[config.mk]
export PLATFORM = sky130hd
export DESIGN_NAME = provider_select
export DESIGN_NICKNAME = d
export VERILOG_FILES = /design/src/rtl/bp_pkg.sv /design/src/rtl/provider_select.sv
export SDC_FILE = /design/constraint.sdc
export NUM_CORES = 1
export LEC_CHECK = 0
export BUFFER_PORTS_ARGS = -buffer_cell sky130_fd_sc_hd__buf_2
export CAP_MARGIN = 30
export CORE_AREA = 10 10 47 49
export CTS_CLUSTER_DIAMETER = 80
export DETAILED_ROUTE_END_ITERATION = 8
export DIE_AREA = 0 0 57 59
export GPL_ROUTABILITY_DRIVEN = 0
export GPL_TIMING_DRIVEN = 1
export PLACE_DENSITY = 0.42
export SLEW_MARGIN = 20
export SYNTH_ARGS = -nofsm -noshare
export SYNTH_HDL_FRONTEND = slang
export SYNTH_SLANG_ARGS = --single-unit
[constraint.sdc]
create_clock -name clk -period 0.8 [get_ports clk]
set_input_delay 0.16 -clock clk [delete_from_list [all_inputs] [get_ports clk]]
set_output_delay 0.16 -clock clk [all_outputs]
set_load 0.005 [all_outputs]
[src/rtl/bp_pkg.sv]
// Branch predictor shared types
package bp_pkg;

    // Widths
    localparam int PC_W   = 32;
    localparam int HIST_W = 32;
    localparam int IDX_W  = 8;
    localparam int TAG_W  = 8;
    localparam int CTR_W  = 3;
    localparam int PROV_W = 2;

    // Bank geometry defaults for the top level
    localparam int NUM_BANKS_DEF = 3;
    localparam int HIST_BASE_DEF = 4;

    // Weak taken, only the top counter bit set
    localparam logic [CTR_W-1:0] CTR_WEAK = CTR_W'(1 << (CTR_W - 1));

    typedef struct packed {
        logic [1:0] ctr;
    } base_entry_t;

    typedef struct packed {
        logic [CTR_W-1:0] ctr;
        logic [TAG_W-1:0] tag;
    } tag_entry_t;

    localparam base_entry_t BASE_RESET = '{ctr: 2'd2};
    localparam tag_entry_t  TAG_RESET  = '{ctr: CTR_WEAK, tag: '0};

    typedef struct packed {
        logic            valid;
        logic [PC_W-1:0] pc;
    } pred_req_t;

    typedef struct packed {
        logic            valid;
        logic [PC_W-1:0] pc;
        logic            taken;
    } upd_req_t;

    // Provider 0 is the base table, i+1 is tagged bank i
    typedef struct packed {
        logic              valid;
        logic              taken;
        logic [PROV_W-1:0] provider;
    } pred_res_t;

    typedef struct packed {
        logic [IDX_W-1:0] idx;
        logic [TAG_W-1:0] tag;
    } bank_hash_t;

endpackage
[src/rtl/provider_select.sv]
// Longest-history provider selection
`timescale 1ns/1ns

module provider_select #(
    parameter int NUM_BANKS = bp_pkg::NUM_BANKS_DEF
) (
    input  logic                 clk,
    input  logic                 rst_n,
    input  logic                 pred_valid_i,
    input  logic [NUM_BANKS-1:0] bank_hit_i,
    input  logic [NUM_BANKS-1:0] bank_taken_i,
    input  logic                 base_taken_i,
    output bp_pkg::pred_res_t    pred_res_o
);

    import bp_pkg::*;

    logic              sel_taken;
    logic [PROV_W-1:0] sel_prov;
    logic              valid_q;
    logic              taken_q;
    logic [PROV_W-1:0] prov_q;

    // Higher banks see longer history, so the last hit wins
    always_comb begin
        sel_taken = base_taken_i;
        sel_prov  = '0;
        for (int i = 0; i < NUM_BANKS; i++) begin
            if (bank_hit_i[i]) begin
                sel_taken = bank_taken_i[i];
                sel_prov  = PROV_W'(i + 1);
            end
        end
    end

    always_ff @(posedge clk or negedge rst_n) begin
        if (!rst_n) begin
            valid_q <= 1'b0;
        end else begin
            valid_q <= pred_valid_i;
        end
    end

    // Result fields only load with a request
    always_ff @(posedge clk) begin
        if (pred_valid_i) begin
            taken_q <= sel_taken;
            prov_q  <= sel_prov;
        end
    end

    assign pred_res_o = '{valid: valid_q, taken: taken_q, provider: prov_q};

endmodule

==> Word-level counts from Yosys, hierarchy flattened <==
Index checks and enable logic that the tools add are counted.
{ "word_totals": {"register_bits": 4, "in_bits": 10, "output_inout_bits": 4, "wordCells": 10} }
{ "classes": {"muxes": 5, "n_reduce_logical": 1} }
{ "op_table": {"columns": ["op", "n"], "rows": [
  ["$mux 1", 5],
  ["$reduce_or 2->1", 1]
]} }

==> Depth between registers and ports, before layout <==
{ "depth": {"word_depth": 3, "ltp_mapped": 2, "depth_no_buf": 2} }

==> Worst setup path after synthesis <==
Ideal clock, no wire load.
{ "synth_timing": {"kind": "input-to-reg", "startpoint": "input port bank_hit_i[2]", "endpoint": "register taken_q (data pin)", "arrival_time_ps": 497, "required_time_ps": 539, "slack_ps": 43, "stages": 2, "n_path_buf": 0, "cell_sequence": "or2_4 -> mux2i_1"} }
{ "synth_between": {"elab_chain_cells": 1} }
{ "synth_rtl": {"columns": ["element", "line_no", "source"], "rows": [
  ["from (decl)", "provider_select.sv:10", "input logic [NUM_BANKS-1:0] bank_hit_i,"],
  ["$mux 1", "provider_select.sv:29", "if (bank_hit_i[i]) begin"],
  ["net sel_taken", "provider_select.sv:18", "logic sel_taken;"],
  ["to (signal assigned)", "provider_select.sv:47", "taken_q <= sel_taken;"],
  ["to (decl)", "provider_select.sv:21", "logic taken_q;"]
]} }
The timed path passes the listed nets, and every way through them passes these cells.
A chain may end at the register's enable or synchronous reset.

==> Worst setup path after layout <==
{ "layout_timing": {"startpoint": "register prov_q[1]", "endpoint": "output port pred_res_o[1] (netlist name)"} }
{ "layout_rtl": {"columns": ["element", "line_no", "source"], "rows": [
  ["from (decl)", "provider_select.sv:22", "logic [PROV_W-1:0] prov_q;"],
  ["from (signal assigned)", "provider_select.sv:48", "prov_q <= sel_prov;"],
  ["to (decl)", "provider_select.sv:13", "output bp_pkg::pred_res_t pred_res_o"]
]} }
No word-level cell between the ends.

==> flow_metrics.py <==
metrics = {
    "status": {
        "status": "finished, violations left",
        "violations": "negative setup slack",
    },
    "floorplanning": {
        "fp.dieH_um": 59,
        "die-area_um2": 3360,
        "start_util_pct": 12.9,
        "core_area_um2": 1400,
        "rows": 14,
        "ios": 14,
        "fp.dieW_um": 57,
    },
    "hold_path": {
        "hp-class": "input pin to register",
    },
    "sta": {
        "worst_pin_slew_ps": 146,
        "period_share_pct": 110,
        "maxClockFrequency_mhz": 1140,
        "period_minus_slack_ps": 880,
        "slew-limit-headroom_pct": 90.0,
        "finalHoldViolations": 0,
        "maxSlewViolCount": 0,
        "setup_viol": 4,
        "tns_ps": -274,
        "grt_setup_unrepaired": "yes",
        "final.setup.worst_slack_ps": -79.6,
    },
    "power_and_ir_drop": {
        "p_comb_share_pct": 12.2,
        "sw_frac_of_total_pct": 19.8,
        "p_sw_uw": 117,
        "ir_worst_vdd_uv": 406,
        "p_leak_uw": 0.000145,
        "p_int_uw": 474,
        "power_density_nw_per_um2": 2050,
        "seqPwrFrac_pct": 41.8,
        "clock_power_share_pct": 46.0,
    },
    "clocking": {
        "clock_sinks": 4,
        "cts_resized": 0,
        "cts_max_path_buffers": 2,
        "cts_tree": "built",
        "cts_buffers": 3,
        "h-tree-depth": 1,
        "cts_root_buf": "clkbuf_4",
        "clk_pin_slew_worst_paths_ps": 40,
    },
    "routing": {
        "drc_errors": 0,
        "wl_per_cell_um": 10.5,
        "drt_wl_total_um": 462,
        "vias": 149,
        "dr.first_iter.drc_count": 1,
        "routed_via_density": 3.39,
        "drt_first_pass_iters": 2,
        "postRouteAntennaNets": 0,
    },
    "yosys": {
        "syn_inst": 12,
        "synth-compound-area-share_pct": 4.83,
        "post_synth.cell_area_avg_um2": 15.1,
        "yosysTopAreaCell": "edfxtp_1",
        "synth_nets": 22,
        "ys_types": 7,
        "synthFlopType": "edfxtp_1",
        "yosys-top-cells-area": "edfxtp_1 50%, mux2i_1 17%, dfrtp_1 14%",
        "syn_area_um2": 181,
        "yosysSeqAreaShare_pct": 63.4,
        "synthMuxAreaShare_pct": 16.6,
        "synth_edf_count": 3,
        "async_flop_share_pct": 25.0,
        "ys_ff_latch": 4,
        "yosys-top-cells-count": "3 x edfxtp_1, 3 x mux2i_1, 2 x buf_4",
        "synth_xor_area_share_pct": 0,
        "yosysWarnings": 0,
        "synthAdderAreaFrac_pct": 0,
        "synth_top_area_share_pct": 49.7,
        "synth_top_family_by_area": "multiplexers",
        "yosys.area_share.simple_pct": 4.83,
    },
    "layout": {
        "drive_gt1_share_pct": 64.3,
        "area_delta_synth_final_pct": 58.6,
        "diodes": 0,
        "layout.cells.non_filler": 44,
        "nNetsFinal": 39,
    },
    "placed_design": {
        "dp.cells": 39,
        "dpl.hpwl_um": 405,
        "port_buffers": 13,
    },
    "global_routing": {
        "grt_pass1_vias": 159,
        "grt_max_degree": 5,
        "grt_overflow": 0,
        "antenna_found_initial": 0,
        "grt.total_usage_pct": 2.99,
        "grt_pass1_wl_um": 669,
    },
    "job": {
        "maxCapViolations": 0,
    },
    "setup_path": {
        "cp-start-kind": "register",
        "slowest_delay_ps": 350,
        "crit_family": "flip-flops",
        "critPathRequiredTime_ps": 640,
        "path_buf_inv": 1,
        "critPathKind": "register to output pin",
        "cp-end-kind": "output pin",
        "critical_path.max_fanout": 1,
        "arrival_ps": 720,
        "crit_slowest_cell": "edfxtp_1",
        "worstPathCellList": "buf_2",
    },
}
-- path summary, 6_finish.rpt --
check | cells after the start | slack, ps | startpoint | end
worst max-delay path | 1 | -80 | prov_q[1] | pred_res_o[1]
worst min-delay path | 1 | 90 | pred_valid_i | valid_q
max in group asynchronous | 2 | 470 | rst_n | valid_q
min in group asynchronous | 2 | 240 | rst_n | valid_q
-- cells in the final DEF, fill, tap and decap left out --
cell type and instances:
buf_2 13, mux2i_1 3, clkbuf_4 3, edfxtp_1 3
or2_4 1, inv_1 1, a21o_2 1, clkbuf_1 1
dlygate4sd3_1 1, dfrtp_1 1
-- metrics by stage --
stage | utilization (%) | worst slack, ps | power, uW | instance area, um^2 | hold slack [ps]
6_report | 20.5 | -79.6 | 590 | 288 | 89.9
3_5_place_dp | 17.9 | -121 | 320 | 251 | -62.0
4_1_cts | 20.5 | -97.1 | 608 | 288 | 82.1
2_1_floorplan | - | 42.7 | 282 | 181 | -136
3_3_place_gp | 17.9 | -93.9 | 316 | 251 | -63.4
5_1_grt | 20.5 | -114 | 631 | 288 | 84.6
-- flip-flops by register name, summed over array words and instances (netlist names) --
register	flops
taken_q	1
prov_q	2
valid_q	1
-- timing repair --
action	in CTS	in global routing
endpoints found under the setup margin	4	4
setup buffers	0	0
hold buffers	1	0
endpoints found under the hold margin	1	0
pin swaps	0	0
-- power by group through the flow --
stage | sequential [uW] | combinational [uW] | clock, uW
final | 247 | 71.8 | 272
after CTS | 247 | 73.7 | 288
after global routing | 248 | 79.8 | 304
after detailed placement | 250 | 69.7 | 0
after floorplan | 252 | 30.4 | 0
after global placement | 250 | 65.9 | 0
-- cell families (layout without fill, tap and decap cells) --
logic type | after synthesis | count (layout)
DFF | 4 | 4
buffers and inverters | 3 | 19
muxes | 3 | 3
and+or+nand+nor | 1 | 1
AOI/OAI and AO/OA | 1 | 1
-- routing by layer --
layer | vias up | GRT usage (%) | wire [um]
met4 | 0 | 3.02 | 0
li1 | 72 | - | -
met1 | 63 | 3.46 | 249
met3 | 0 | 4.08 | 82
met5 | - | 0 | 0
met2 | 14 | 1.86 | 129
-- layout make-up --
cell class / instances / area, um^2
timing repair buffer: 14 / 75.1
fill: 163 / 1110
tap: 16 / 20.0
multi-input combinational: 5 / 47.5
clock buffer: 4 / 26.3
sequential: 4 / 115
inverter: 1 / 3.75
(Power assumes the default switching activity.)
