--- config.mk ---
export PLATFORM = sky130hd
export DESIGN_NAME = base_predictor
export DESIGN_NICKNAME = d
export VERILOG_FILES = /design/src/rtl/bp_pkg.sv /design/src/rtl/base_predictor.sv /design/src/rtl/pred_table.sv
export SDC_FILE = /design/constraint.sdc
export NUM_CORES = 1
export LEC_CHECK = 0
export BUFFER_PORTS_ARGS = -buffer_cell sky130_fd_sc_hd__clkbuf_2
export CORE_MARGIN = 2
export CORE_UTILIZATION = 41
export CTS_BUF_LIST = sky130_fd_sc_hd__clkbuf_8
export DETAILED_ROUTE_END_ITERATION = 16
export SLEW_MARGIN = 40
export SYNTH_ARGS = -nofsm -noshare
export SYNTH_HDL_FRONTEND = slang
export SYNTH_SLANG_ARGS = --single-unit
export TNS_END_PERCENT = 50
--- constraint.sdc ---
create_clock -name clk -period 4.1 [get_ports clk]
set_clock_uncertainty 0.05 [all_clocks]
set_input_delay 0.205 -clock clk [delete_from_list [all_inputs] [get_ports clk]]
set_output_delay 0.205 -clock clk [all_outputs]
set_load 0.1 [all_outputs]
--- src/rtl/bp_pkg.sv ---
// Branch predictor shared types
package bp_pkg;

    // Widths
    localparam int PC_W   = 32;
    localparam int HIST_W = 32;
    localparam int IDX_W  = 8;
    localparam int TAG_W  = 8;
    localparam int CTR_W  = 3;
    localparam int PROV_W = 2;

    // Bank geometry defaults for the top level
    localparam int NUM_BANKS_DEF = 3;
    localparam int HIST_BASE_DEF = 4;

    // Weak taken, only the top counter bit set
    localparam logic [CTR_W-1:0] CTR_WEAK = CTR_W'(1 << (CTR_W - 1));

    typedef struct packed {
        logic [1:0] ctr;
    } base_entry_t;

    typedef struct packed {
        logic [CTR_W-1:0] ctr;
        logic [TAG_W-1:0] tag;
    } tag_entry_t;

    localparam base_entry_t BASE_RESET = '{ctr: 2'd2};
    localparam tag_entry_t  TAG_RESET  = '{ctr: CTR_WEAK, tag: '0};

    typedef struct packed {
        logic            valid;
        logic [PC_W-1:0] pc;
    } pred_req_t;

    typedef struct packed {
        logic            valid;
        logic [PC_W-1:0] pc;
        logic            taken;
    } upd_req_t;

    // Provider 0 is the base table, i+1 is tagged bank i
    typedef struct packed {
        logic              valid;
        logic              taken;
        logic [PROV_W-1:0] provider;
    } pred_res_t;

    typedef struct packed {
        logic [IDX_W-1:0] idx;
        logic [TAG_W-1:0] tag;
    } bank_hash_t;

endpackage
--- src/rtl/base_predictor.sv ---
// Bimodal base predictor
`timescale 1ns/1ns

module base_predictor (
    input  logic                    clk,
    input  logic                    rst_n,
    input  logic [bp_pkg::PC_W-1:0] pred_pc_i,
    input  bp_pkg::upd_req_t        upd_req_i,
    output logic                    taken_o
);

    import bp_pkg::*;

    base_entry_t pred_entry;
    base_entry_t upd_entry;
    base_entry_t next_entry;

    pred_table #(
        .entry_t  (base_entry_t),
        .DEPTH_W  (IDX_W),
        .RESET_VAL(BASE_RESET)
    ) u_table (
        .clk      (clk),
        .rst_n    (rst_n),
        .rd_idx_i (pred_pc_i[IDX_W-1:0]),
        .rd_data_o(pred_entry),
        .lk_idx_i (upd_req_i.pc[IDX_W-1:0]),
        .lk_data_o(upd_entry),
        .wr_en_i  (upd_req_i.valid),
        .wr_idx_i (upd_req_i.pc[IDX_W-1:0]),
        .wr_data_i(next_entry)
    );

    // Saturating 2-bit counter
    always_comb begin
        next_entry = upd_entry;
        if (upd_req_i.taken) begin
            if (upd_entry.ctr != 2'b11) begin
                next_entry.ctr = upd_entry.ctr + 2'd1;
            end
        end else begin
            if (upd_entry.ctr != 2'b00) begin
                next_entry.ctr = upd_entry.ctr - 2'd1;
            end
        end
    end

    assign taken_o = pred_entry.ctr[1];

endmodule

--- src/rtl/pred_table.sv ---
// Generic predictor table storage
`timescale 1ns/1ns

module pred_table #(
    parameter type    entry_t   = logic,
    parameter int     DEPTH_W   = 8,
    parameter entry_t RESET_VAL = entry_t'('0)
) (
    input  logic               clk,
    input  logic               rst_n,
    // Prediction read
    input  logic [DEPTH_W-1:0] rd_idx_i,
    output entry_t             rd_data_o,
    // Update lookup
    input  logic [DEPTH_W-1:0] lk_idx_i,
    output entry_t             lk_data_o,
    // Update write
    input  logic               wr_en_i,
    input  logic [DEPTH_W-1:0] wr_idx_i,
    input  entry_t             wr_data_i
);

    localparam int DEPTH = 1 << DEPTH_W;

    entry_t mem [DEPTH];

    // Both reads are combinational and see the state before this edge
    assign rd_data_o = mem[rd_idx_i];
    assign lk_data_o = mem[lk_idx_i];

    always_ff @(posedge clk or negedge rst_n) begin
        if (!rst_n) begin
            for (int i = 0; i < DEPTH; i++) begin
                mem[i] <= RESET_VAL;
            end
        end else if (wr_en_i) begin
            mem[wr_idx_i] <= wr_data_i;
        end
    end

endmodule

After elaboration in Yosys (flattened, before gate mapping)
Cells that the tools add are included.

Add/subtract/negate cells: 2. Magnitude comparators: 3. Equality and inequality tests: 1. Mux-type cells: 12. Bitwise logic cells: 2. Reductions and logical operators: 2.

Operators by type and width (count): bitwise mux 512 bit (1); binary-select mux 2 bit (select 8 bit) (2); greater-or-equal comparator 9 bit (second input constant) (2); inverter 8 -> 9 bit (2); demux 2 bit (select 8 bit) (1); 2-to-1 mux 2 bit (8); less-than comparator 9 x 1 -> 1 bit (second input constant) (1); adder 2 x 1 -> 2 bit (second input constant) (1); != test 2 bit (second input constant) (1); nonzero test 2 bit (1); subtractor 2 x 1 -> 2 bit (second input constant) (1); logical AND 1 bit (1).

Register bits: 512. Input bits: 68. Logic and storage cells: 278.

Depth between registers and ports, before layout
Depth in word-level cells: 8. Mapped depth: 15. Depth with buffers taken out: 8.

Modules after synthesis
Synthesis repeated with hierarchy kept, for this count alone.

Cell total of the unflattened synthesis: 2227. Area, all modules: 29407.0 sq um.

Modules (own cells, without submodules): pred_table (instances 1, cells each 2224, area each 29380.7 sq um); base_predictor (instances 1, cells each 3, area each 26.3 sq um).

Worst setup path before layout
No wires, ideal clock.

Path type: input port to output port. Start: in pred_pc_i[0] (netlist name). End: out taken_o. Arrival time: 3.345 ns. Data required time: 3.845 ns. Slack: 0.500 ns. Stages: 6. Cells stage by stage: clkbuf_1 buf_1 mux4_2 mux4_2 mux4_2 mux4_2.

Longest elaborated chain between the ends: 4.

RTL lines: start, declared (line base_predictor.sv:7) `input logic [bp_pkg::PC_W-1:0] pred_pc_i,`; inverter 8 -> 9 bit (not written as such) (line pred_table.sv:28) `assign rd_data_o = mem[rd_idx_i];`; binary-select mux 2 bit (select 8 bit) (line pred_table.sv:28); 2-to-1 mux 2 bit (not written as such) (2 in series) (line pred_table.sv:28); end, declared (line base_predictor.sv:9) `output logic taken_o`.

Every way passes these cells. The select of a mux whose other input is x is not followed.

Worst setup path after layout
Start: reg u_table.mem[89] (netlist name). End: out taken_o.

Longest elaborated chain between the ends: 3.

RTL lines: start, declared (line pred_table.sv:25) `entry_t mem [DEPTH];`; start signal, assigned by index (line pred_table.sv:37) `mem[wr_idx_i] <= wr_data_i;`; binary-select mux 2 bit (select 8 bit) (line pred_table.sv:28); 2-to-1 mux 2 bit (not written as such) (2 in series) (line pred_table.sv:28).

Every way passes these cells. The select of a mux whose other input is x is not followed.

==> results.py <==
metrics = {
    "status": {
        "status": "finished clean",
    },
    "pwr": {
        "peakVddDrop_uv": 204,
        "p_per_area_nw_per_um2": 402,
        "p_leak_uw": 0.0115,
    },
    "placed_design": {
        "portBuffers": 20,
        "place_inst": 3060,
        "gp_congestion": 0.815,
        "dp_hpwl_mm": 46.4,
        "placed_area_um2": 28800,
    },
    "sta": {
        "period_needed_ns": 3.78,
        "drv_slew": 0,
        "hold_viol": 0,
        "tightestPinTransition_ns": 0.822,
        "holdWs_ns": 0.143,
        "setup_tns_ns": 0,
        "clock.fmax_mhz": 265,
        "finalSetupViolCount": 0,
        "rsz0062_at_grt": "no",
        "slew_headroom_pct": 45.1,
        "period_share_pct": 92.1,
    },
    "synthesis": {
        "synthXorXnorAreaFrac_pct": 0,
        "yosys.area_share.simple_pct": 3.97,
        "yosysWarnings": 0,
        "synth_top_family_by_area": "compound AO/OA/AOI/OAI gates",
        "yosys-mux-area-fraction_pct": 17.6,
        "synth-compound-area-share_pct": 25.6,
        "synth_cell_types": 31,
        "netlist_area_um2": 27300,
        "synthCells": 2335,
        "synth_top_area_share_pct": 24.6,
        "ys_top_cells_by_area": "dfstp_2 25%, dfrtp_1 23%, mux4_2 18%, o31ai_2 6.3%, a21oi_1 5.3%",
        "synth_fa_ha_area_share_pct": 0.0779,
        "yosysTopAreaCell": "dfstp_2",
        "avgSynthCellArea_um2": 11.7,
        "synth_nets": 2403,
        "synth-seq-cells": 512,
        "ys_seq_area_share_pct": 48.1,
    },
    "clocking": {
        "cts.sinks": 512,
        "postCtsSetupBuffers": 0,
        "cts_resized": 0,
        "cts_tree": "yes",
        "insertion_delay_ns": 0.71,
        "cts-htree-levels": 3,
        "root_buffer": "clkbuf_8",
        "numCtsBuffers": 90,
        "clockBufferDepth": 3,
        "clk_pin_slew_ns": 0.06,
    },
    "die": {
        "die_w_um": 262,
        "pin_count": 69,
        "rows": 94,
        "start_util_pct": 41.4,
        "die-area_um2": 68700,
        "die_h_um": 262,
        "core_um2": 65900,
    },
    "drt": {
        "wl_mm": 76.2,
        "routedWlPerCell_um": 23.6,
        "vias_per_cell": 6.29,
        "vias": 20300,
        "initialDrtViolationCount": 2254,
        "drc_errors": 0,
        "dr.pass1.iters": 7,
        "ant_nets": 0,
    },
    "critical_path": {
        "cp-end-kind": "output port",
        "crit_arrival_ns": 3.52,
        "rr_endpoint": "u_table.mem[422]",
        "start_kind": "flip-flop",
        "critical_path.max_fanout": 3,
        "r2r_start": "u_table.mem[176]",
        "critPathRequiredTime_ns": 3.85,
        "critical_path_class": "reg -> out",
        "reg2reg_slack_ns": 0.38,
        "rr_worst_depth": 11,
    },
    "hold_path": {
        "hp-class": "in -> reg",
        "min_from": "upd_req_i[3]",
        "min_to": "u_table.mem[72]",
        "hold_depth": 4,
    },
    "final_layout": {
        "regMostFlops": "u_table.mem",
        "drive_above_1_share_pct": 39.9,
        "design_area_um2": 30800,
        "nNetsFinal": 2360,
        "area_growth_pct": 12.7,
        "fin_util_pct": 46.7,
        "final_cells": 3231,
        "reg_top3": "u_table.mem: 512 flops",
        "largest_reg_flops": 512,
    },
    "global_route": {
        "overflow": 0,
        "grt_pass1_vias": 20100,
        "grt_first_pass_wirelength_mm": 119,
        "grt_max_degree": 92,
        "grt_use_total_pct": 22.3,
        "antenna_found_initial": 1,
    },
    "job": {
        "drv_cap": 0,
    },
}
## cell families (layout without fill, tap and decap cells)
| kind of cell | count (synthesis) | count (layout) |
|---|---|---|
| fa+ha+maj | 2 | 2 |
| compound gates | 1058 | 1058 |
| simple gates | 260 | 260 |
| other cells | 0 | 1 |
| mux | 213 | 213 |
| flops | 512 | 512 |
| buf+inv | 290 | 321 |
## report_power, final
group | internal, µW | switching (µW)
logic | 757 | 1050
clock network | 2580 | 2210
registers | 5560 | 221
## timing repair
action                     CTS  global route
setup endpoints to repair    0             0
hold endpoints to repair   158             0
hold buffers                 3             0
## stage by stage
stage | setup WS, ns | power (µW)
floorplan | 0.500 | 7010
global placement | 0.0982 | 7560
detailed placement | 0.0195 | 7650
CTS | 0.288 | 12500
global route | 0.243 | 12900
finish | 0.324 | 12400
## cell type report
| type | count | area [µm²] |
|---|---|---|
| Antenna cell | 1 | 2.50 |
| Clock buffer | 114 | 1570 |
| Clock inverter | 52 | 284 |
| Fill cell | 5930 | 35100 |
| Inverter | 1 | 3.75 |
| Multi-Input combinational cell | 1533 | 13100 |
| Sequential cell | 512 | 13100 |
| Tap cell | 864 | 1080 |
| Timing Repair Buffer | 154 | 1580 |
## layer usage
metal,track usage (%),wire [µm],vias to the layer above
met2,35.4,36200,766
li1,-,-,9047
met4,9.45,2510,0
met1,30.1,31900,10300
met3,4.38,5580,162
met5,0,0,-
## cells in the final DEF, fill, tap and decap left out, types with 14 or more instances in the layout
| master | netlist | final |
|---|---|---|
| o31ai_2 | 138 | 138 |
| o31ai_1 | 86 | 86 |
| o21ai_0 | 254 | 254 |
| clkbuf_2 | 0 | 15 |
| buf_4 | 4 | 98 |
| a22oi_1 | 64 | 64 |
| a31oi_1 | 224 | 224 |
| nor2_1 | 109 | 78 |
| inv_1 | 1 | 33 |
| clkbuf_8 | 0 | 114 |
| nor2_4 | 0 | 17 |
| mux4_2 | 213 | 213 |
| nand2_1 | 104 | 93 |
| dfstp_2 | 256 | 256 |
| nor2_2 | 0 | 14 |
| buf_12 | 0 | 31 |
| dfrtp_1 | 256 | 256 |
| a21oi_1 | 288 | 288 |
## Yosys cell counts
master	count
and2_1	5
nand3_1	6
mux4_2	213
dfstp_2	256
nand2b_1	8
nor4_1	9
nor3_1	2
buf_2	35
dfrtp_1	256
a21oi_1	288
and3_1	3
nand2_1	104
clkbuf_1	212
o21ai_0	254
maj3_1	1
or2_0	1
or4_1	1
maj3_2	1
inv_1	1
a22oi_1	64
buf_1	21
nor2_1	109
a31oi_1	224
o21ai_1	2
buf_6	17
or2_2	4
buf_4	4
nor2b_1	8
o31ai_2	138
o22ai_1	2
o31ai_1	86
## how the worst max path moves through the flow
stage	startpoint	to	slack [ns]
floorplan	pred_pc_i[0]	taken_o	0.50
global placement	upd_req_i[1]	u_table.mem[154]	0.1
detailed placement	upd_req_i[1]	u_table.mem[422]	0.02
CTS	u_table.mem[89]	taken_o	0.29
global route	u_table.mem[176]	u_table.mem[438]	0.24
finish	u_table.mem[89]	taken_o	0.32
## critical path: stages (launching register included)
cell and delay (ns):
dfstp_2 0.37, mux4_2 0.48, mux4_2 0.54, mux4_2 0.57
mux4_2 0.49, clkbuf_2 0.38
No activity file was read; power rests on OpenSTA's default activity.
