`src/rtl/bp_pkg.sv`:
```
// Branch predictor shared types
package bp_pkg;

    // Widths
    localparam int PC_W   = 32;
    localparam int HIST_W = 32;
    localparam int IDX_W  = 8;
    localparam int TAG_W  = 8;
    localparam int CTR_W  = 3;
    localparam int PROV_W = 2;

    // Bank geometry defaults for the top level
    localparam int NUM_BANKS_DEF = 3;
    localparam int HIST_BASE_DEF = 4;

    // Weak taken, only the top counter bit set
    localparam logic [CTR_W-1:0] CTR_WEAK = CTR_W'(1 << (CTR_W - 1));

    typedef struct packed {
        logic [1:0] ctr;
    } base_entry_t;

    typedef struct packed {
        logic [CTR_W-1:0] ctr;
        logic [TAG_W-1:0] tag;
    } tag_entry_t;

    localparam base_entry_t BASE_RESET = '{ctr: 2'd2};
    localparam tag_entry_t  TAG_RESET  = '{ctr: CTR_WEAK, tag: '0};

    typedef struct packed {
        logic            valid;
        logic [PC_W-1:0] pc;
    } pred_req_t;

    typedef struct packed {
        logic            valid;
        logic [PC_W-1:0] pc;
        logic            taken;
    } upd_req_t;

    // Provider 0 is the base table, i+1 is tagged bank i
    typedef struct packed {
        logic              valid;
        logic              taken;
        logic [PROV_W-1:0] provider;
    } pred_res_t;

    typedef struct packed {
        logic [IDX_W-1:0] idx;
        logic [TAG_W-1:0] tag;
    } bank_hash_t;

endpackage
```
`src/rtl/history_fold.sv`:
```
// Global history and per-bank hashing
`timescale 1ns/1ns

module history_fold #(
    parameter int NUM_BANKS = bp_pkg::NUM_BANKS_DEF,
    parameter int HIST_BASE = bp_pkg::HIST_BASE_DEF
) (
    input  logic                                  clk,
    input  logic                                  rst_n,
    input  bp_pkg::upd_req_t                      upd_req_i,
    input  logic [bp_pkg::PC_W-1:0]               pred_pc_i,
    output bp_pkg::bank_hash_t [NUM_BANKS-1:0]    pred_hash_o,
    output bp_pkg::bank_hash_t [NUM_BANKS-1:0]    upd_hash_o
);

    import bp_pkg::*;

    logic [HIST_W-1:0] ghist;

    // XOR the history down onto w bits, result in the low w bits
    function automatic logic [HIST_W-1:0] fold(input logic [HIST_W-1:0] h, input int w);
        logic [HIST_W-1:0] r;
        r = '0;
        for (int j = 0; j < HIST_W; j++) begin
            r[j % w] = r[j % w] ^ h[j];
        end
        return r;
    endfunction

    function automatic bank_hash_t hash(input logic [PC_W-1:0] pc,
                                        input logic [HIST_W-1:0] slice);
        logic [HIST_W-1:0] f_idx;
        logic [HIST_W-1:0] f_tag;
        logic [HIST_W-1:0] f_tag2;
        bank_hash_t        h;
        f_idx  = fold(slice, IDX_W);
        f_tag  = fold(slice, TAG_W);
        f_tag2 = fold(slice, TAG_W - 1);
        h.idx  = f_idx[IDX_W-1:0] ^ pc[IDX_W-1:0] ^ pc[2*IDX_W-1:IDX_W];
        h.tag  = pc[TAG_W-1:0] ^ f_tag[TAG_W-1:0] ^ {f_tag2[TAG_W-2:0], 1'b0};
        return h;
    endfunction

    // Shift in the outcome on every resolved branch
    always_ff @(posedge clk or negedge rst_n) begin
        if (!rst_n) begin
            ghist <= '0;
        end else if (upd_req_i.valid) begin
            ghist <= {ghist[HIST_W-2:0], upd_req_i.taken};
        end
    end

    for (genvar b = 0; b < NUM_BANKS; b++) begin : g_fold
        // Bank b looks at HIST_BASE << b history bits
        localparam int LEN = HIST_BASE << b;

        logic [HIST_W-1:0] slice;

        always_comb begin
            for (int k = 0; k < HIST_W; k++) begin
                slice[k] = (k < LEN) ? ghist[k] : 1'b0;
            end
        end

        assign pred_hash_o[b] = hash(pred_pc_i, slice);
        assign upd_hash_o[b]  = hash(upd_req_i.pc, slice);
    end

endmodule

```
`config.mk`:
```
export PLATFORM = sky130hd
export DESIGN_NAME = history_fold
export DESIGN_NICKNAME = d
export VERILOG_FILES = /design/src/rtl/bp_pkg.sv /design/src/rtl/history_fold.sv
export SDC_FILE = /design/constraint.sdc
export NUM_CORES = 1
export LEC_CHECK = 0
export ABC_AREA = 0
export BUFFER_PORTS_ARGS = -buffer_cell sky130_fd_sc_hd__buf_2
export CAP_MARGIN = 20
export CORE_UTILIZATION = 44
export CTS_CLUSTER_SIZE = 28
export DETAILED_ROUTE_END_ITERATION = 10
export PLACE_DENSITY = 0.9
export SKIP_CTS_REPAIR_TIMING = 1
export SYNTH_ARGS = -nofsm -noshare
export SYNTH_HDL_FRONTEND = slang
export SYNTH_SLANG_ARGS = --single-unit
```
`constraint.sdc`:
```
create_clock -name clk -period 2.3 [get_ports clk]
set_input_delay 0.115 -clock clk [delete_from_list [all_inputs] [get_ports clk]]
set_output_delay 0.115 -clock clk [all_outputs]
set_load 0.01 [all_outputs]
```
# Word-level counts from Yosys, hierarchy flattened

Cells that the tools add are included.
W data, S select, Z words.

Memory bits (writable): 0
Flip-flop bits (word level): 16
Memory bits (read-only): 0
Logic and storage cells: 36
Latch bits: 0
Memories kept: 0

Mux-type cells: 0
Add/subtract/negate cells: 0
$mul: 0
Reductions and logical operators: 0
Div/mod/pow operators: 0
Shifts and indexed selects: 0
Magnitude comparators: 0
Equal/unequal tests: 0
Bitwise logic cells: 35

Operators by type and width:

| operator      | count |
|---|---|
| $xor A8 B8 Y8 | 14 |
| $xor A1 B1 Y1 | 17 |
| $xor A8 B4 Y8 | 2 |
| $xor A8 B5 Y8 | 2 |

# Depth between registers and ports, before layout

Gate-level depths: netlist of the first run.

Word-level depth: 3
Mapped depth: 4

# Worst setup path after synthesis of the first run

OpenSTA, ideal clock, no wires.

Path kind: reg-to-output
Start: reg ghist[1]
End: out pred_hash_o[25] (netlist name)
Cell stages (with the launch flop): 5
Buffers on the path: 2
Arrival time: 1.222 ns
Slack: 0.963 ns
Cells stage by stage: dfrtp_1 -> buf_4 -> xor2_1 -> xor2_1 -> buf_4

RTL lines:

| item                   | line               | RTL |
|---|---|---|
| start, declared        | history_fold.sv:18 | `logic [HIST_W-1:0] ghist;` |
| start signal, assigned | history_fold.sv:49 | `ghist <= {ghist[HIST_W-2:0], upd_req_i.taken};` |
| end, declared          | history_fold.sv:12 | `output bp_pkg::bank_hash_t [NUM_BANKS-1:0] pred_hash_o,` |

==> flow_summary.toml, run 1 <==
[route]
drt-pass1-iter-count = 3
ant_nets = 0
routedWlPerCell_um = 11.5
drt-initial-drc-count = 13
vias = 1498
wirelength_um = 3920
vias_per_cell = 4.39
drc_errors = 0

[worst_setup_path]
crit-reg2reg-launch = "ghist[3]"
required_ns = 2.18
setup.worst_path.start_class = "flop"
worst-setup-path-type = "flop to output port"
crit_path_end_kind = "output port"
path_max_fanout = 11
crit_path_start = "ghist[3]"
cp.arrival_ns = 1.76

[final_layout]
regMostFlops = "ghist"
antenna_cells = 0
num-fill-cells = 436
largest_reg_flops = 16
finalNetCount = 344
synthToLayoutAreaGrowth_pct = 24.9
drive_above_1_share_pct = 59.1
final_cell_mix = "131 x buf_2, 47 x xnor2_1, 24 x xor2_1"
mostFrequentLayoutCell = "buf_2"
final_cells = 341
reg.largest.list = "ghist (16)"

[place]
hpwl_um = 3280
port_buffers = 131
gp_congestion = 0.716
place_inst = 337

[clock_tree]
cts.sinks = 16
cts_tree = "done"
clk_pin_slew_ns = 0.06
clock_insertion_delay_worst_skew_ns = 0.24
clk_path_buf_depth = 2
root_buffer = "clkbuf_8"
cts_buffers = 3
cts-htree-levels = 1

[logic_synthesis]
synth.top_cell.area_share_pct = 18.9
syn_area_mm2 = 0.00218
syn_nets = 243
syn_avg_cell_area_um2 = 12.5
syn-instance-count = 175
ys_top_cells_by_area = "xnor2_1 19%, dfrtp_1 18%, xnor3_1 18%, xor2_1 9.6%, buf_4 8.6%"
ys_warn_count = 0
synth.largest_area_cell = "xnor2_1"
ys_types = 15
seq_area_frac_synth_pct = 18.3
ys_ff_latch = 16

[pwr]
power_frac_comb_pct = 79.5
powerDensity_mw_per_mm2 = 1600
ir_drop_v = 0.000907
cellInternalPower_mw = 2.44
power_leakage_nw = 1.44
sw_frac_of_total_pct = 44.1
power.clock.fraction_pct = 4.6
seqPwrFrac_pct = 15.9
power_switching_mw = 1.93
total_power_mw = 4.37

[global_route]
grt_usage_pct = 14.9
grt_pass1_wl_um = 6070
antenna_found_initial = 0
gr-total-overflow = 0
grt_pass1_vias = 1382
grt_max_degree = 17

[timing]
fin_crit_sh_pct = 81.6
grt_setup_unrepaired = "no"
max_slew_margin_pct = 65.3
fmax_ghz = 0.533
timing.hold.ws_ns = 0.113
post-route-min-period_ns = 1.88
clock_skew_ns = 0.00101
fin_setup_tns_ns = 0
worst_slew_pin_slew_ns = 0.520
hold_violations = 0
setup_violations = 0
drv_slew = 0

[die]
dieArea_mm2 = 0.00525
die_h_um = 72.4
die_w_um = 72.4
io_pins = 164
core_area_mm2 = 0.00475
initial_core_util_pct = 45.9
rows = 25

[run]
maxCapViolCount = 0

[run_status]
status = "finished, final reports clean"

[min_path]
hold_path.class = "input pin to flop"
worstHoldStart = "upd_req_i[0]"
## power groups by stage
stage / clock network [mW] / logic, mW / registers (mW)
6_report: 0.202 / 3.48 / 0.694
5_1_grt: 0.222 / 3.76 / 0.726
4_1_cts: 0.208 / 3.53 / 0.702
3_5_place_dp: 0 / 3.52 / 0.708
3_3_place_gp: 0 / 3.44 / 0.700
2_1_floorplan: 0 / 2.74 / 0.451
## cells by family after synthesis
logic type  Yosys count  share of synthesized area [%]
flops                16                           18.3
buf+inv              38                           11.6
xor+xnor            105                           61.8
mux                  16                           8.25
## area by class of cell
cell class	instances	area (µm²)	area share (%)
Multi-Input combinational cell	121	1530	56.1
Timing Repair Buffer	132	666	24.4
Sequential cell	16	400	14.7
Tap cell	67	83.8	3.07
Clock buffer	3	41.3	1.51
Inverter	2	7.51	0.275
## synthesized netlist by cell type (all sizes together)
master / number
clkbuf: 6
xnor3: 18
buf: 30
xor3: 5
mux2: 16
dfrtp: 16
inv: 2
xor2: 24
xnor2: 58
## worst paths after layout
path,to,slack (ns),cells after the start
max,upd_hash_o[36],0.42,3
min,ghist[0],0.11,2
max reg2reg,ghist[4],1.27,1
min reg2reg,ghist[9],0.67,1
max in group asynchronous,ghist[4],1.70,2
min in group asynchronous,ghist[3],0.33,2
## metal layers
metal | track usage [%] | vias up | part of all wire, % | routed length, µm
met5 | 0 | - | 0 | 0
met4 | 4.58 | 0 | 0.56 | 22
met3 | 2.50 | 2 | 7.6 | 299
met2 | 28.1 | 76 | 54 | 2110
met1 | 16.9 | 686 | 38 | 1490
li1 | - | 734 | - | -
## stage by stage
stage,instance area [µm²],util [%],setup WS [ns]
global route,2730,57.4,0.351
floorplan,2180,-,0.963
global placement,2680,56.3,0.693
finish,2730,57.4,0.424
CTS,2720,57.2,0.403
detailed placement,2680,56.3,0.672
## critical path: stages (launching register included)
cell and delay (ns):
dfrtp_1 0.67, xnor3_2 0.55, xor2_1 0.15, buf_2 0.15
No activity file was read; power rests on OpenSTA's default activity.
==> run 2, diff against run 1 <==
Settings changed: CORE_UTILIZATION 44 to 37, PLACE_DENSITY 0.9 to 0.81.
Clock period 2.3 ns to 1.7 ns, I/O delays scaled along.
==> flow_summary.toml, run 2 (synthesis results as in run 1) <==
[min_path]
hold_path.class = "input pin to flop"

[final_layout]
num-fill-cells = 542
multi_input_area_mm2 = 0.00159
final_cell_mix = "131 x buf_2, 43 x xnor2_1, 24 x xor2_1"
finalNetCount = 347
seq_area_um2 = 405
synthToLayoutAreaGrowth_pct = 30.0
drive_above_1_share_pct = 62.6
regMostFlops = "ghist"
antenna_cells = 0
largest_reg_flops = 16
final_core_util_pct = 50.6
final_area_mm2 = 0.00284
mostFrequentLayoutCell = "buf_2"
reg.largest.list = "ghist (16)"

[timing]
clock_skew_ns = 0.00217
worst_slew_pin_slew_ns = 0.365
grt_setup_unrepaired = "yes"
fin_setup_tns_ns = 0
max_slew_margin_pct = 75.7
hold_violations = 0
drv_slew = 0
setup_violations = 0
fin_crit_sh_pct = 96.4
fmax_ghz = 0.610
timing.hold.ws_ns = 0.0784
post-route-min-period_ns = 1.64

[global_route]
grt_pass1_vias = 1437
grt_pass1_wl_um = 6440
grt_usage_pct = 12.9
grt_max_degree = 17
gr-total-overflow = 0
antenna_found_initial = 0

[worst_setup_path]
setup.worst_path.start_class = "flop"
required_ns = 1.62
worst-setup-path-type = "flop to output port"
path_delay_family = "XOR/XNOR gates"
path_buf_inv = 1
cp.arrival_ns = 1.55
slowest_stage = "dfrtp_1"
crit_path_end_kind = "output port"
max_stage_delay_ns = 0.47
path_max_fanout = 5
path_cells = "xnor2_1 > xnor3_1 > buf_2"

[pwr]
ir_drop_v = 0.00126
powerDensity_mw_per_mm2 = 2140
power_frac_comb_pct = 79.3
cellInternalPower_mw = 3.44
power.clock.fraction_pct = 5.3
sw_frac_of_total_pct = 43.5
power_switching_mw = 2.65
seqPwrFrac_pct = 15.4
power_leakage_nw = 1.49

[run]
maxCapViolCount = 0

[clock_tree]
cts_buffers = 3
root_buffer = "clkbuf_8"
clk_pin_slew_ns = 0.06
cts_tree = "done"
cts-htree-levels = 1
clk_path_buf_depth = 2
clock_insertion_delay_worst_skew_ns = 0.24
cts.sinks = 16

[route]
ant_nets = 0
wirelength_um = 4050
vias_per_cell = 4.33
vias = 1514
drt-pass1-iter-count = 2
drt-initial-drc-count = 36
routedWlPerCell_um = 11.6
drc_errors = 0

[run_status]
status = "finished, final reports clean"

[place]
placedInstanceArea_mm2 = 0.00271
hpwl_um = 3300
port_buffers = 131
gp_congestion = 0.657

[die]
rows = 27
dieArea_mm2 = 0.00621
die_h_um = 78.8
die_w_um = 78.8
core_area_mm2 = 0.00561
initial_core_util_pct = 38.9
io_pins = 164
## run 2: cell types whose count changed in the layout (fill, tap and decap cells not counted), sizes merged
cell    previous run  this run
buf              131       134
clkbuf             3         4
## run 2: metal layers
metal,wire (µm),share of wire [%],global-route usage (%),up-vias
li1,-,-,-,738
met1,1580,39,15.0,700
met2,2140,53,23.8,74
met3,312,7.7,3.79,2
met4,8,0.20,1.64,0
met5,0,0,0,-
## run 2: area by class of cell
class | instances | share of cell area, %
Multi-Input combinational cell | 121 | 56.1
Timing Repair Buffer | 135 | 24.2
Sequential cell | 16 | 14.3
Tap cell | 72 | 3.17
Clock buffer | 4 | 1.94
Inverter | 2 | 0.264
## run 2: power by group through the flow
stage | clock, mW | combinational [mW] | sequential [mW]
2_1_floorplan | 0 | 3.70 | 0.610
3_3_place_gp | 0 | 4.73 | 0.931
3_5_place_dp | 0 | 4.80 | 0.937
4_1_cts | 0.338 | 4.82 | 0.929
5_1_grt | 0.360 | 5.24 | 0.985
6_report | 0.324 | 4.82 | 0.937
## run 2: path summary, 6_finish.rpt
check / from / endpoint / slack, ns / cells after the start
worst max-delay path: ghist[9] / pred_hash_o[33] / 0.06 / 3
worst min-delay path: upd_req_i[0] / ghist[0] / 0.08 / 2
worst max register to register: ghist[6] / ghist[7] / 0.78 / 1
worst min register to register: ghist[0] / ghist[0] / 0.59 / 1
max in group asynchronous: rst_n / ghist[1] / 1.11 / 2
min in group asynchronous: rst_n / ghist[3] / 0.31 / 2
## run 2: per-stage QoR
| stage | power (mW) | setup slack [ns] | std cells |
|---|---|---|---|
| 3_3_place_gp | 5.66 | 0.203 | 345 |
| 5_1_grt | 6.59 | -0.0594 | 350 |
| 4_1_cts | 6.09 | -0.0971 | 349 |
| 3_5_place_dp | 5.73 | 0.173 | 345 |
| 6_report | 6.09 | 0.0605 | 350 |
| 2_1_floorplan | 4.31 | 0.393 | 175 |
